--- src/pkg_tpu.sv ---
package pkg_tpu;

	// requestors per direction
	localparam int NUM_PORT = 3;

	localparam int ADDR_W = 16;
	localparam int PORT_W = 2;

	// base address of one tile
	typedef logic [ADDR_W-1:0] address_t;

	// requestor number, 0 to NUM_PORT-1
	typedef logic [PORT_W-1:0] port_no_t;

	// transfer direction
	typedef enum logic {
		op_store = 1'b0,
		op_load  = 1'b1
	} op_t;

endpackage

--- src/pub_grant_if.sv ---
`timescale 1ns/10ps

interface pub_grant_if;
	import pkg_tpu::*;

	logic     grant_vld;	// level, held until xfer_end
	port_no_t grant_no;
	address_t base;		// base of the granted port
	logic     ready;		// from the domain table
	logic     xfer_end;	// one-cycle pulse

	modport arb (
		output grant_vld,
		output grant_no,
		output base,
		input  xfer_end
	);

	modport man (
		input  grant_vld,
		input  grant_no,
		input  base,
		input  xfer_end,
		output ready
	);

	modport seq (
		input  grant_vld,
		input  grant_no,
		input  ready,
		output xfer_end
	);

endinterface

--- src/pub_grant_arb.sv ---
`timescale 1ns/10ps

module pub_grant_arb (
	input  logic                         clock,
	input  logic                         reset,
	input  logic [pkg_tpu::NUM_PORT-1:0] req,
	input  pkg_tpu::address_t            base [pkg_tpu::NUM_PORT],
	pub_grant_if.arb                     bus
);
	import pkg_tpu::*;

	port_no_t last_no;	// last port granted
	port_no_t pick_no;
	logic     pick_vld;

	// round robin, search starts just after the last grant
	always_comb begin
		int idx;

		pick_vld = 1'b0;
		pick_no = '0;
		for (int k = 1; k <= NUM_PORT; k++) begin
			idx = (int'(last_no) + k) % NUM_PORT;
			if (!pick_vld && req[idx]) begin
				pick_vld = 1'b1;
				pick_no = port_no_t'(idx);
			end
		end
	end

	always_ff @(posedge clock) begin
		if (reset) begin
			bus.grant_vld <= 1'b0;
			last_no <= port_no_t'(NUM_PORT - 1);	// port 0 goes first
		end
		else if (bus.grant_vld) begin
			if (bus.xfer_end) begin
				bus.grant_vld <= 1'b0;
			end
		end
		else if (pick_vld) begin
			bus.grant_vld <= 1'b1;
			last_no <= pick_no;
		end
	end

	// number and base stay latched for the whole grant
	always_ff @(posedge clock) begin
		if (!bus.grant_vld && pick_vld) begin
			bus.grant_no <= pick_no;
			bus.base <= base[pick_no];
		end
	end

endmodule

--- src/pub_xfer_seq.sv ---
`timescale 1ns/10ps

module pub_xfer_seq #(
	parameter int XFER_BEATS = 4
)(
	input  logic                         clock,
	input  logic                         reset,
	pub_grant_if.seq                     bus,
	output logic [pkg_tpu::NUM_PORT-1:0] done
);
	import pkg_tpu::*;

	localparam int CNT_W = (XFER_BEATS > 1) ? $clog2(XFER_BEATS) : 1;

	logic             busy;
	logic             armed;	// grant has been low since the last start
	logic             start;
	logic             last_beat;
	logic [CNT_W-1:0] beat_cnt;

	// ready only matters here, not during the beats
	assign start = bus.grant_vld & bus.ready & armed & ~busy;
	assign last_beat = busy & (beat_cnt == CNT_W'(XFER_BEATS - 1));

	always_ff @(posedge clock) begin
		if (reset) begin
			busy <= 1'b0;
		end
		else if (start) begin
			busy <= 1'b1;
		end
		else if (last_beat) begin
			busy <= 1'b0;
		end
	end

	always_ff @(posedge clock) begin
		if (reset) begin
			beat_cnt <= '0;
		end
		else if (start) begin
			beat_cnt <= '0;
		end
		else if (busy) begin
			beat_cnt <= beat_cnt + 1'b1;
		end
	end

	// no restart on a grant that is still held from the last transfer
	always_ff @(posedge clock) begin
		if (reset) begin
			armed <= 1'b1;
		end
		else if (start) begin
			armed <= 1'b0;
		end
		else if (!bus.grant_vld) begin
			armed <= 1'b1;
		end
	end

	always_ff @(posedge clock) begin
		if (reset) begin
			bus.xfer_end <= 1'b0;
			done <= '0;
		end
		else begin
			bus.xfer_end <= last_beat;
			if (last_beat) begin
				done <= NUM_PORT'(1) << bus.grant_no;	// one-hot per port
			end
			else begin
				done <= '0;
			end
		end
	end

endmodule

--- src/pub_domain_man.sv ---
`timescale 1ns/10ps

module pub_domain_man #(
	parameter int NUM_ENTRY = 8
)(
	input  logic     clock,
	input  logic     reset,
	pub_grant_if.man st_bus,
	pub_grant_if.man ld_bus
);
	import pkg_tpu::*;

	localparam int IDX_W = (NUM_ENTRY > 1) ? $clog2(NUM_ENTRY) : 1;

	address_t             tab_base [NUM_ENTRY];
	logic [NUM_ENTRY-1:0] valid;
	logic [NUM_ENTRY-1:0] stored;

	logic                 st_vld_q;
	logic                 st_rise;
	logic                 st_alloc;
	logic                 st_end;
	logic                 ld_end;

	logic [NUM_ENTRY-1:0] st_hit_vec;
	logic [NUM_ENTRY-1:0] ld_hit_vec;
	logic                 st_hit;
	logic                 ld_hit;
	logic                 any_free;
	logic [IDX_W-1:0]     st_hit_idx;
	logic [IDX_W-1:0]     ld_hit_idx;
	logic [IDX_W-1:0]     free_idx;

	logic [IDX_W-1:0]     st_idx_q;	// entry bound to the store grant
	logic [IDX_W-1:0]     ld_idx_q;	// entry bound to the load grant

	assign st_rise = st_bus.grant_vld & ~st_vld_q;
	assign st_end = st_bus.grant_vld & st_bus.xfer_end;
	assign ld_end = ld_bus.grant_vld & ld_bus.xfer_end;

	// exact base match, load needs the stored flag too
	always_comb begin
		for (int i = 0; i < NUM_ENTRY; i++) begin
			st_hit_vec[i] = valid[i] & (tab_base[i] == st_bus.base);
			ld_hit_vec[i] = valid[i] & stored[i] & (tab_base[i] == ld_bus.base);
		end
	end

	// lowest index wins, so scan downward
	always_comb begin
		st_hit = 1'b0;
		ld_hit = 1'b0;
		any_free = 1'b0;
		st_hit_idx = '0;
		ld_hit_idx = '0;
		free_idx = '0;
		for (int i = NUM_ENTRY - 1; i >= 0; i--) begin
			if (st_hit_vec[i]) begin
				st_hit = 1'b1;
				st_hit_idx = IDX_W'(i);
			end
			if (ld_hit_vec[i]) begin
				ld_hit = 1'b1;
				ld_hit_idx = IDX_W'(i);
			end
			if (!valid[i]) begin
				any_free = 1'b1;
				free_idx = IDX_W'(i);
			end
		end
	end

	// on the rising grant, or later once a blocked store finds room
	assign st_alloc = st_bus.grant_vld & ~st_hit & any_free;

	assign st_bus.ready = st_bus.grant_vld & (st_hit ? ~stored[st_hit_idx] : any_free);
	assign ld_bus.ready = ld_bus.grant_vld & ld_hit;

	always_ff @(posedge clock) begin
		if (reset) begin
			st_vld_q <= 1'b0;
		end
		else begin
			st_vld_q <= st_bus.grant_vld;
		end
	end

	always_ff @(posedge clock) begin
		if (reset) begin
			valid <= '0;
			stored <= '0;
		end
		else begin
			if (st_alloc) begin
				valid[free_idx] <= 1'b1;
				stored[free_idx] <= 1'b0;
			end
			if (st_end) begin
				stored[st_idx_q] <= 1'b1;
			end
			if (ld_end) begin	// consumed, entry is free again
				valid[ld_idx_q] <= 1'b0;
				stored[ld_idx_q] <= 1'b0;
			end
		end
	end

	always_ff @(posedge clock) begin
		if (st_alloc) begin
			tab_base[free_idx] <= st_bus.base;
		end
	end

	always_ff @(posedge clock) begin
		if (reset) begin
			st_idx_q <= '0;
		end
		else if (st_alloc) begin
			st_idx_q <= free_idx;
		end
		else if (st_rise && st_hit) begin
			st_idx_q <= st_hit_idx;
		end
	end

	always_ff @(posedge clock) begin
		if (reset) begin
			ld_idx_q <= '0;
		end
		else if (ld_bus.grant_vld && ld_hit) begin
			ld_idx_q <= ld_hit_idx;
		end
	end

endmodule

--- src/pub_domain_top.sv ---
`timescale 1ns/10ps

module pub_domain_top #(
	parameter int NUM_ENTRY  = 8,
	parameter int XFER_BEATS = 4
)(
	input  logic                         clock,
	input  logic                         reset,

	// store requestors
	input  logic [pkg_tpu::NUM_PORT-1:0] st_req,
	input  pkg_tpu::address_t            st_base [pkg_tpu::NUM_PORT],

	// load requestors
	input  logic [pkg_tpu::NUM_PORT-1:0] ld_req,
	input  pkg_tpu::address_t            ld_base [pkg_tpu::NUM_PORT],

	output logic [pkg_tpu::NUM_PORT-1:0] st_done,
	output logic [pkg_tpu::NUM_PORT-1:0] ld_done
);

	pub_grant_if st_bus ();
	pub_grant_if ld_bus ();

	// store side
	pub_grant_arb st_arb_inst (
		.clock (clock),
		.reset (reset),
		.req   (st_req),
		.base  (st_base),
		.bus   (st_bus.arb)
	);

	pub_xfer_seq #(
		.XFER_BEATS (XFER_BEATS)
	) st_seq_inst (
		.clock (clock),
		.reset (reset),
		.bus   (st_bus.seq),
		.done  (st_done)
	);

	// load side
	pub_grant_arb ld_arb_inst (
		.clock (clock),
		.reset (reset),
		.req   (ld_req),
		.base  (ld_base),
		.bus   (ld_bus.arb)
	);

	pub_xfer_seq #(
		.XFER_BEATS (XFER_BEATS)
	) ld_seq_inst (
		.clock (clock),
		.reset (reset),
		.bus   (ld_bus.seq),
		.done  (ld_done)
	);

	// shared table, gates both directions
	pub_domain_man #(
		.NUM_ENTRY (NUM_ENTRY)
	) domain_man_inst (
		.clock  (clock),
		.reset  (reset),
		.st_bus (st_bus.man),
		.ld_bus (ld_bus.man)
	);

endmodule

--- config.mk ---
export PLATFORM = sky130hd
export DESIGN_NAME = pub_domain_top
export DESIGN_NICKNAME = d
export VERILOG_FILES = /design/src/pkg_tpu.sv /design/src/pub_grant_if.sv /design/src/pub_grant_arb.sv /design/src/pub_xfer_seq.sv /design/src/pub_domain_man.sv /design/src/pub_domain_top.sv
export SDC_FILE = /design/constraint.sdc
export NUM_CORES = 1
export LEC_CHECK = 0
export BUFFER_PORTS_ARGS = -buffer_cell sky130_fd_sc_hd__buf_2
export CORE_MARGIN = 2
export CORE_UTILIZATION = 35
export DETAILED_ROUTE_END_ITERATION = 8
export MAX_ROUTING_LAYER = met4
export REMOVE_ABC_BUFFERS = 1
export SETUP_SLACK_MARGIN = 0.1
export SLEW_MARGIN = 25
export SYNTH_ARGS = -nofsm -noshare
export SYNTH_HDL_FRONTEND = slang
export SYNTH_HIERARCHICAL = 1
export SYNTH_SLANG_ARGS = --single-unit
--- constraint.sdc ---
create_clock -name clock -period 3.2 [get_ports clock]
set_clock_uncertainty 0.15 [all_clocks]
set_input_delay 0.64 -clock clock [delete_from_list [all_inputs] [get_ports clock]]
set_output_delay 0.64 -clock clock [all_outputs]
set_load 0.1 [all_outputs]
==> impl_metrics.toml <==
[global_route]
grt_pass1_vias = 9353
grt.total_usage_pct = 21.6
grt_overflow = 0
antenna_found_initial = 0
grt_max_degree = 29
grt_pass1_wl_mm = 57.7

[synth]
syn-cell-area_um2 = 12200
synth-simple-area-share_pct = 15.7
ys_seq_elements = 209
synthAdderAreaFrac_pct = 1.03
synth.yosys.seq_area_share_pct = 47.9
synth_top_family_by_area = "XOR/XNOR gates"
synth_compound_area_share_pct = 12.4
synth-xor-area-share_pct = 18.6
synthFlopType = "edfxtp_1"
synthDistinctLibCells = 81
muxShareOfSynthArea_pct = 0.668
syn_inst = 1134
yosys_warnings = 6
synth_edf_count = 164
avgSynthCellArea_um2 = 10.7
synthArstFlopShare_pct = 0

[timing]
drv_slew = 0
finalHoldViolCount = 0
worst_pin_slew_ns = 0.789
fmax_mhz = 286
finalSetupTns_ns = -25.27
fin_ws_ns = -0.293
finalSetupViolations = 149
rsz0062_at_grt = "true"
min_period_ns = 3.49
fin_hold_ws_ns = 0.276
maxSlewHeadroom_pct = 47.4
min_period_over_period_pct = 109

[power]
p_int_uw = 8380
leakage_uw = 0.00552
comb_power_share_pct = 47.1
pwr-share-clk_pct = 20.2
power.density_nw_per_um2 = 914
peakVddDrop_mv = 0.666
power.share.sequential_pct = 32.7
sw_frac_of_total_pct = 40.6
p_sw_uw = 5730

[cells_and_area]
drive_above_1_share_pct = 27.2
nets = 1488
syn_to_final_growth_pct = 26.9
finalNonFillerCells = 1847
most-common-layout-cells = "168 x xnor2_1, 164 x edfxtp_1, 134 x buf_4, 109 x buf_2, 78 x xor2_1"
fill_cells = 3194
diodes = 0
final_common_cell = "xnor2_1"

[clock_tree]
clock_latency_ns = 0.54
clock_path_buffers = 3
clock_sinks = 209
cts-root-buf = "clkbuf_16"
numCtsBuffers = 24
clk_pin_slew_ns = 0.06
postCtsHoldBufs = 0
cts_tree = "yes"
htree_levels = 1

[placed_design]
dp_hpwl_mm = 29.4
portBuffers = 109
pre_cts_ws_ns = -0.332
gp_congestion = 0.929
dp.cells = 1784

[die]
fp.dieArea_um2 = 36300
initial_core_util_pct = 35.4
rows = 68
die_x_um = 190
core_area_um2 = 34400
dieHeight_um = 190
ios = 110

[detailed_routing]
firstDrtPassIters = 5
met1Wirelength_mm = 18.1
wirelength_mm = 38.7
via_per_inst = 5.40
drt_iter0_drc = 941
highest_layer = "met4"
wl_per_cell_um = 21.0
wl_met3_mm = 2.57
wl_met2_mm = 17.4
drc = 0
vias = 9978
antenna_left = 0

[setup_path]
rrSetupSlack_ns = -0.29
worstSetupPathType = "flop to flop"
worstPathArrival_ns = 3.78
r2r_end = "st_seq_inst/busy$_SDFFE_PP0P_"
crit_fanout = 3
crit_path_end_kind = "flop"
path_common_cell = "buf_4"
cp_slowest_cell = "or4b_4"
start_kind = "flop"
reg2reg_depth = 13
critPathBufInv = 4
r2r_start = "st_arb_inst/bus.base[15]$_DFFE_PP_"
worstPathCellList = "xnor2_2 > nand4_1 > or4b_4 > or4_4 > buf_4 > buf_6 > buf_4 > and3b_4 > buf_4 > a221oi_2 > o21ai_2 > and3_4 > a21o_1"
crit_family = "simple AND/OR/NAND/NOR gates"
crit_required_ns = 3.49
crit_path_max_incr_delay_ns = 0.57

[min_path]
hp-start = "ld_base[13]"
hold_path_class = "input pin to flop"
min_to = "ld_arb_inst/bus.base[13]$_DFFE_PP_"
hold_depth = 3

[job]
maxCapViolations = 0

[outcome]
status = "finished, violations left"
violations = "negative setup slack"
-- layout make-up --
class | count | area (µm²) | share of cell area (%)
clock inverters | 10 | 141 | 0.916
inverters | 28 | 110 | 0.713
multi-input cells | 841 | 6080 | 39.4
repair buffers | 270 | 2030 | 13.1
clock buffers | 34 | 678 | 4.39
flip-flops and latches | 209 | 5830 | 37.7
well taps | 455 | 569 | 3.69
-- power groups by stage --
stage          Clock, µW  Combinational (µW)  Sequential (µW)
4_1_cts             2890                6500             4590
2_1_floorplan          0                3440             4730
6_report            2850                6650             4610
5_1_grt             3000                7120             4640
3_3_place_gp           0                6280             4630
3_5_place_dp           0                6280             4630
-- what timing repair did --
item,CTS,global route
resized for setup,43,18
gates cloned,2,2
setup endpoints to repair,149,151
pin swaps,12,17
hold endpoints to repair,0,0
setup buffers,9,6
-- tightest hold or removal path: stages --
cell     delay, ns
buf_2         0.08
nor2_1        0.03
a21oi_1       0.09
-- cells in the mapped netlist, types with 7 or more instances --
master	count	share of area, %
xnor2_1	173	12
edfxtp_1	164	40
nor2_1	82	2.5
xor2_1	81	5.8
nand2_1	50	1.5
a21oi_1	48	2.0
nand4_1	47	2.4
dfxtp_1	45	7.4
nand3_1	39	1.6
a31oi_1	36	1.9
nor4_1	26	1.3
inv_1	24	0.74
o21ai_0	23	0.95
o21ai_1	21	0.86
clkbuf_1	20	0.62
nor3_1	18	0.74
and3_1	15	0.77
buf_2	14	0.58
nand2b_1	13	0.67
o21a_1	12	0.74
buf_4	10	0.62
ha_1	10	1.0
buf_6	9	0.83
or4_1	9	0.56
a21boi_0	7	0.43
mux2i_1	7	0.58
o22ai_1	7	0.36
-- registers in the layout (all words and copies together) (netlist names), 3 cells and up --
name / flops
ld_seq_inst/done: 3
domain_man_inst/ld_idx_q: 3
st_arb_inst/bus.base: 16
domain_man_inst/stored: 8
domain_man_inst/tab_base: 128
domain_man_inst/valid: 8
st_seq_inst/done: 3
domain_man_inst/st_idx_q: 3
ld_arb_inst/bus.base: 16
-- metal layers --
| metal | GRT usage (%) | vias up |
|---|---|---|
| met2 | 33.5 | 377 |
| met3 | 2.39 | 47 |
| li1 | - | 4656 |
| met5 | - | - |
| met1 | 30.5 | 4898 |
| met4 | 4.59 | 0 |
-- cell families (layout without fill, tap and decap cells) --
group           count (synthesis)  count (layout)
compound gates                217             217
buf+inv                        84             342
mux                             8               8
xor+xnor                      256             256
simple gates                  350             350
flops                         209             209
fa+ha+maj                      10              10
-- per-stage QoR --
stage	instance area [µm²]	util [%]	power [µW]
after global routing	15400	44.9	14800
after CTS	15300	44.4	14000
after detailed placement	14100	41.1	10900
after floorplan	11800	-	8160
after global placement	14100	41.1	10900
final	15400	44.9	14100
-- worst max path at each step --
| stage | startpoint | end | slack [ns] | cells after the start |
|---|---|---|---|---|
| final | st_arb_inst/bus.base[15]$_DFFE_PP_ | st_seq_inst/busy$_SDFFE_PP0P_ | -0.29 | 13 |
| after global routing | st_arb_inst/bus.base[4]$_DFFE_PP_ | st_seq_inst/armed$_SDFFE_PP1P_ | -0.42 | 12 |
| after CTS | st_arb_inst/bus.base[15]$_DFFE_PP_ | st_seq_inst/armed$_SDFFE_PP1P_ | -0.25 | 12 |
| after detailed placement | st_arb_inst/bus.base[15]$_DFFE_PP_ | st_seq_inst/armed$_SDFFE_PP1P_ | -0.33 | 12 |
| after global placement | st_arb_inst/bus.base[15]$_DFFE_PP_ | st_seq_inst/busy$_SDFFE_PP0P_ | -0.25 | 12 |
| after floorplan | st_arb_inst/bus.base[15]$_DFFE_PP_ | st_seq_inst/armed$_SDFFE_PP1P_ | -0.20 | 10 |
(Power assumes the default switching activity.)
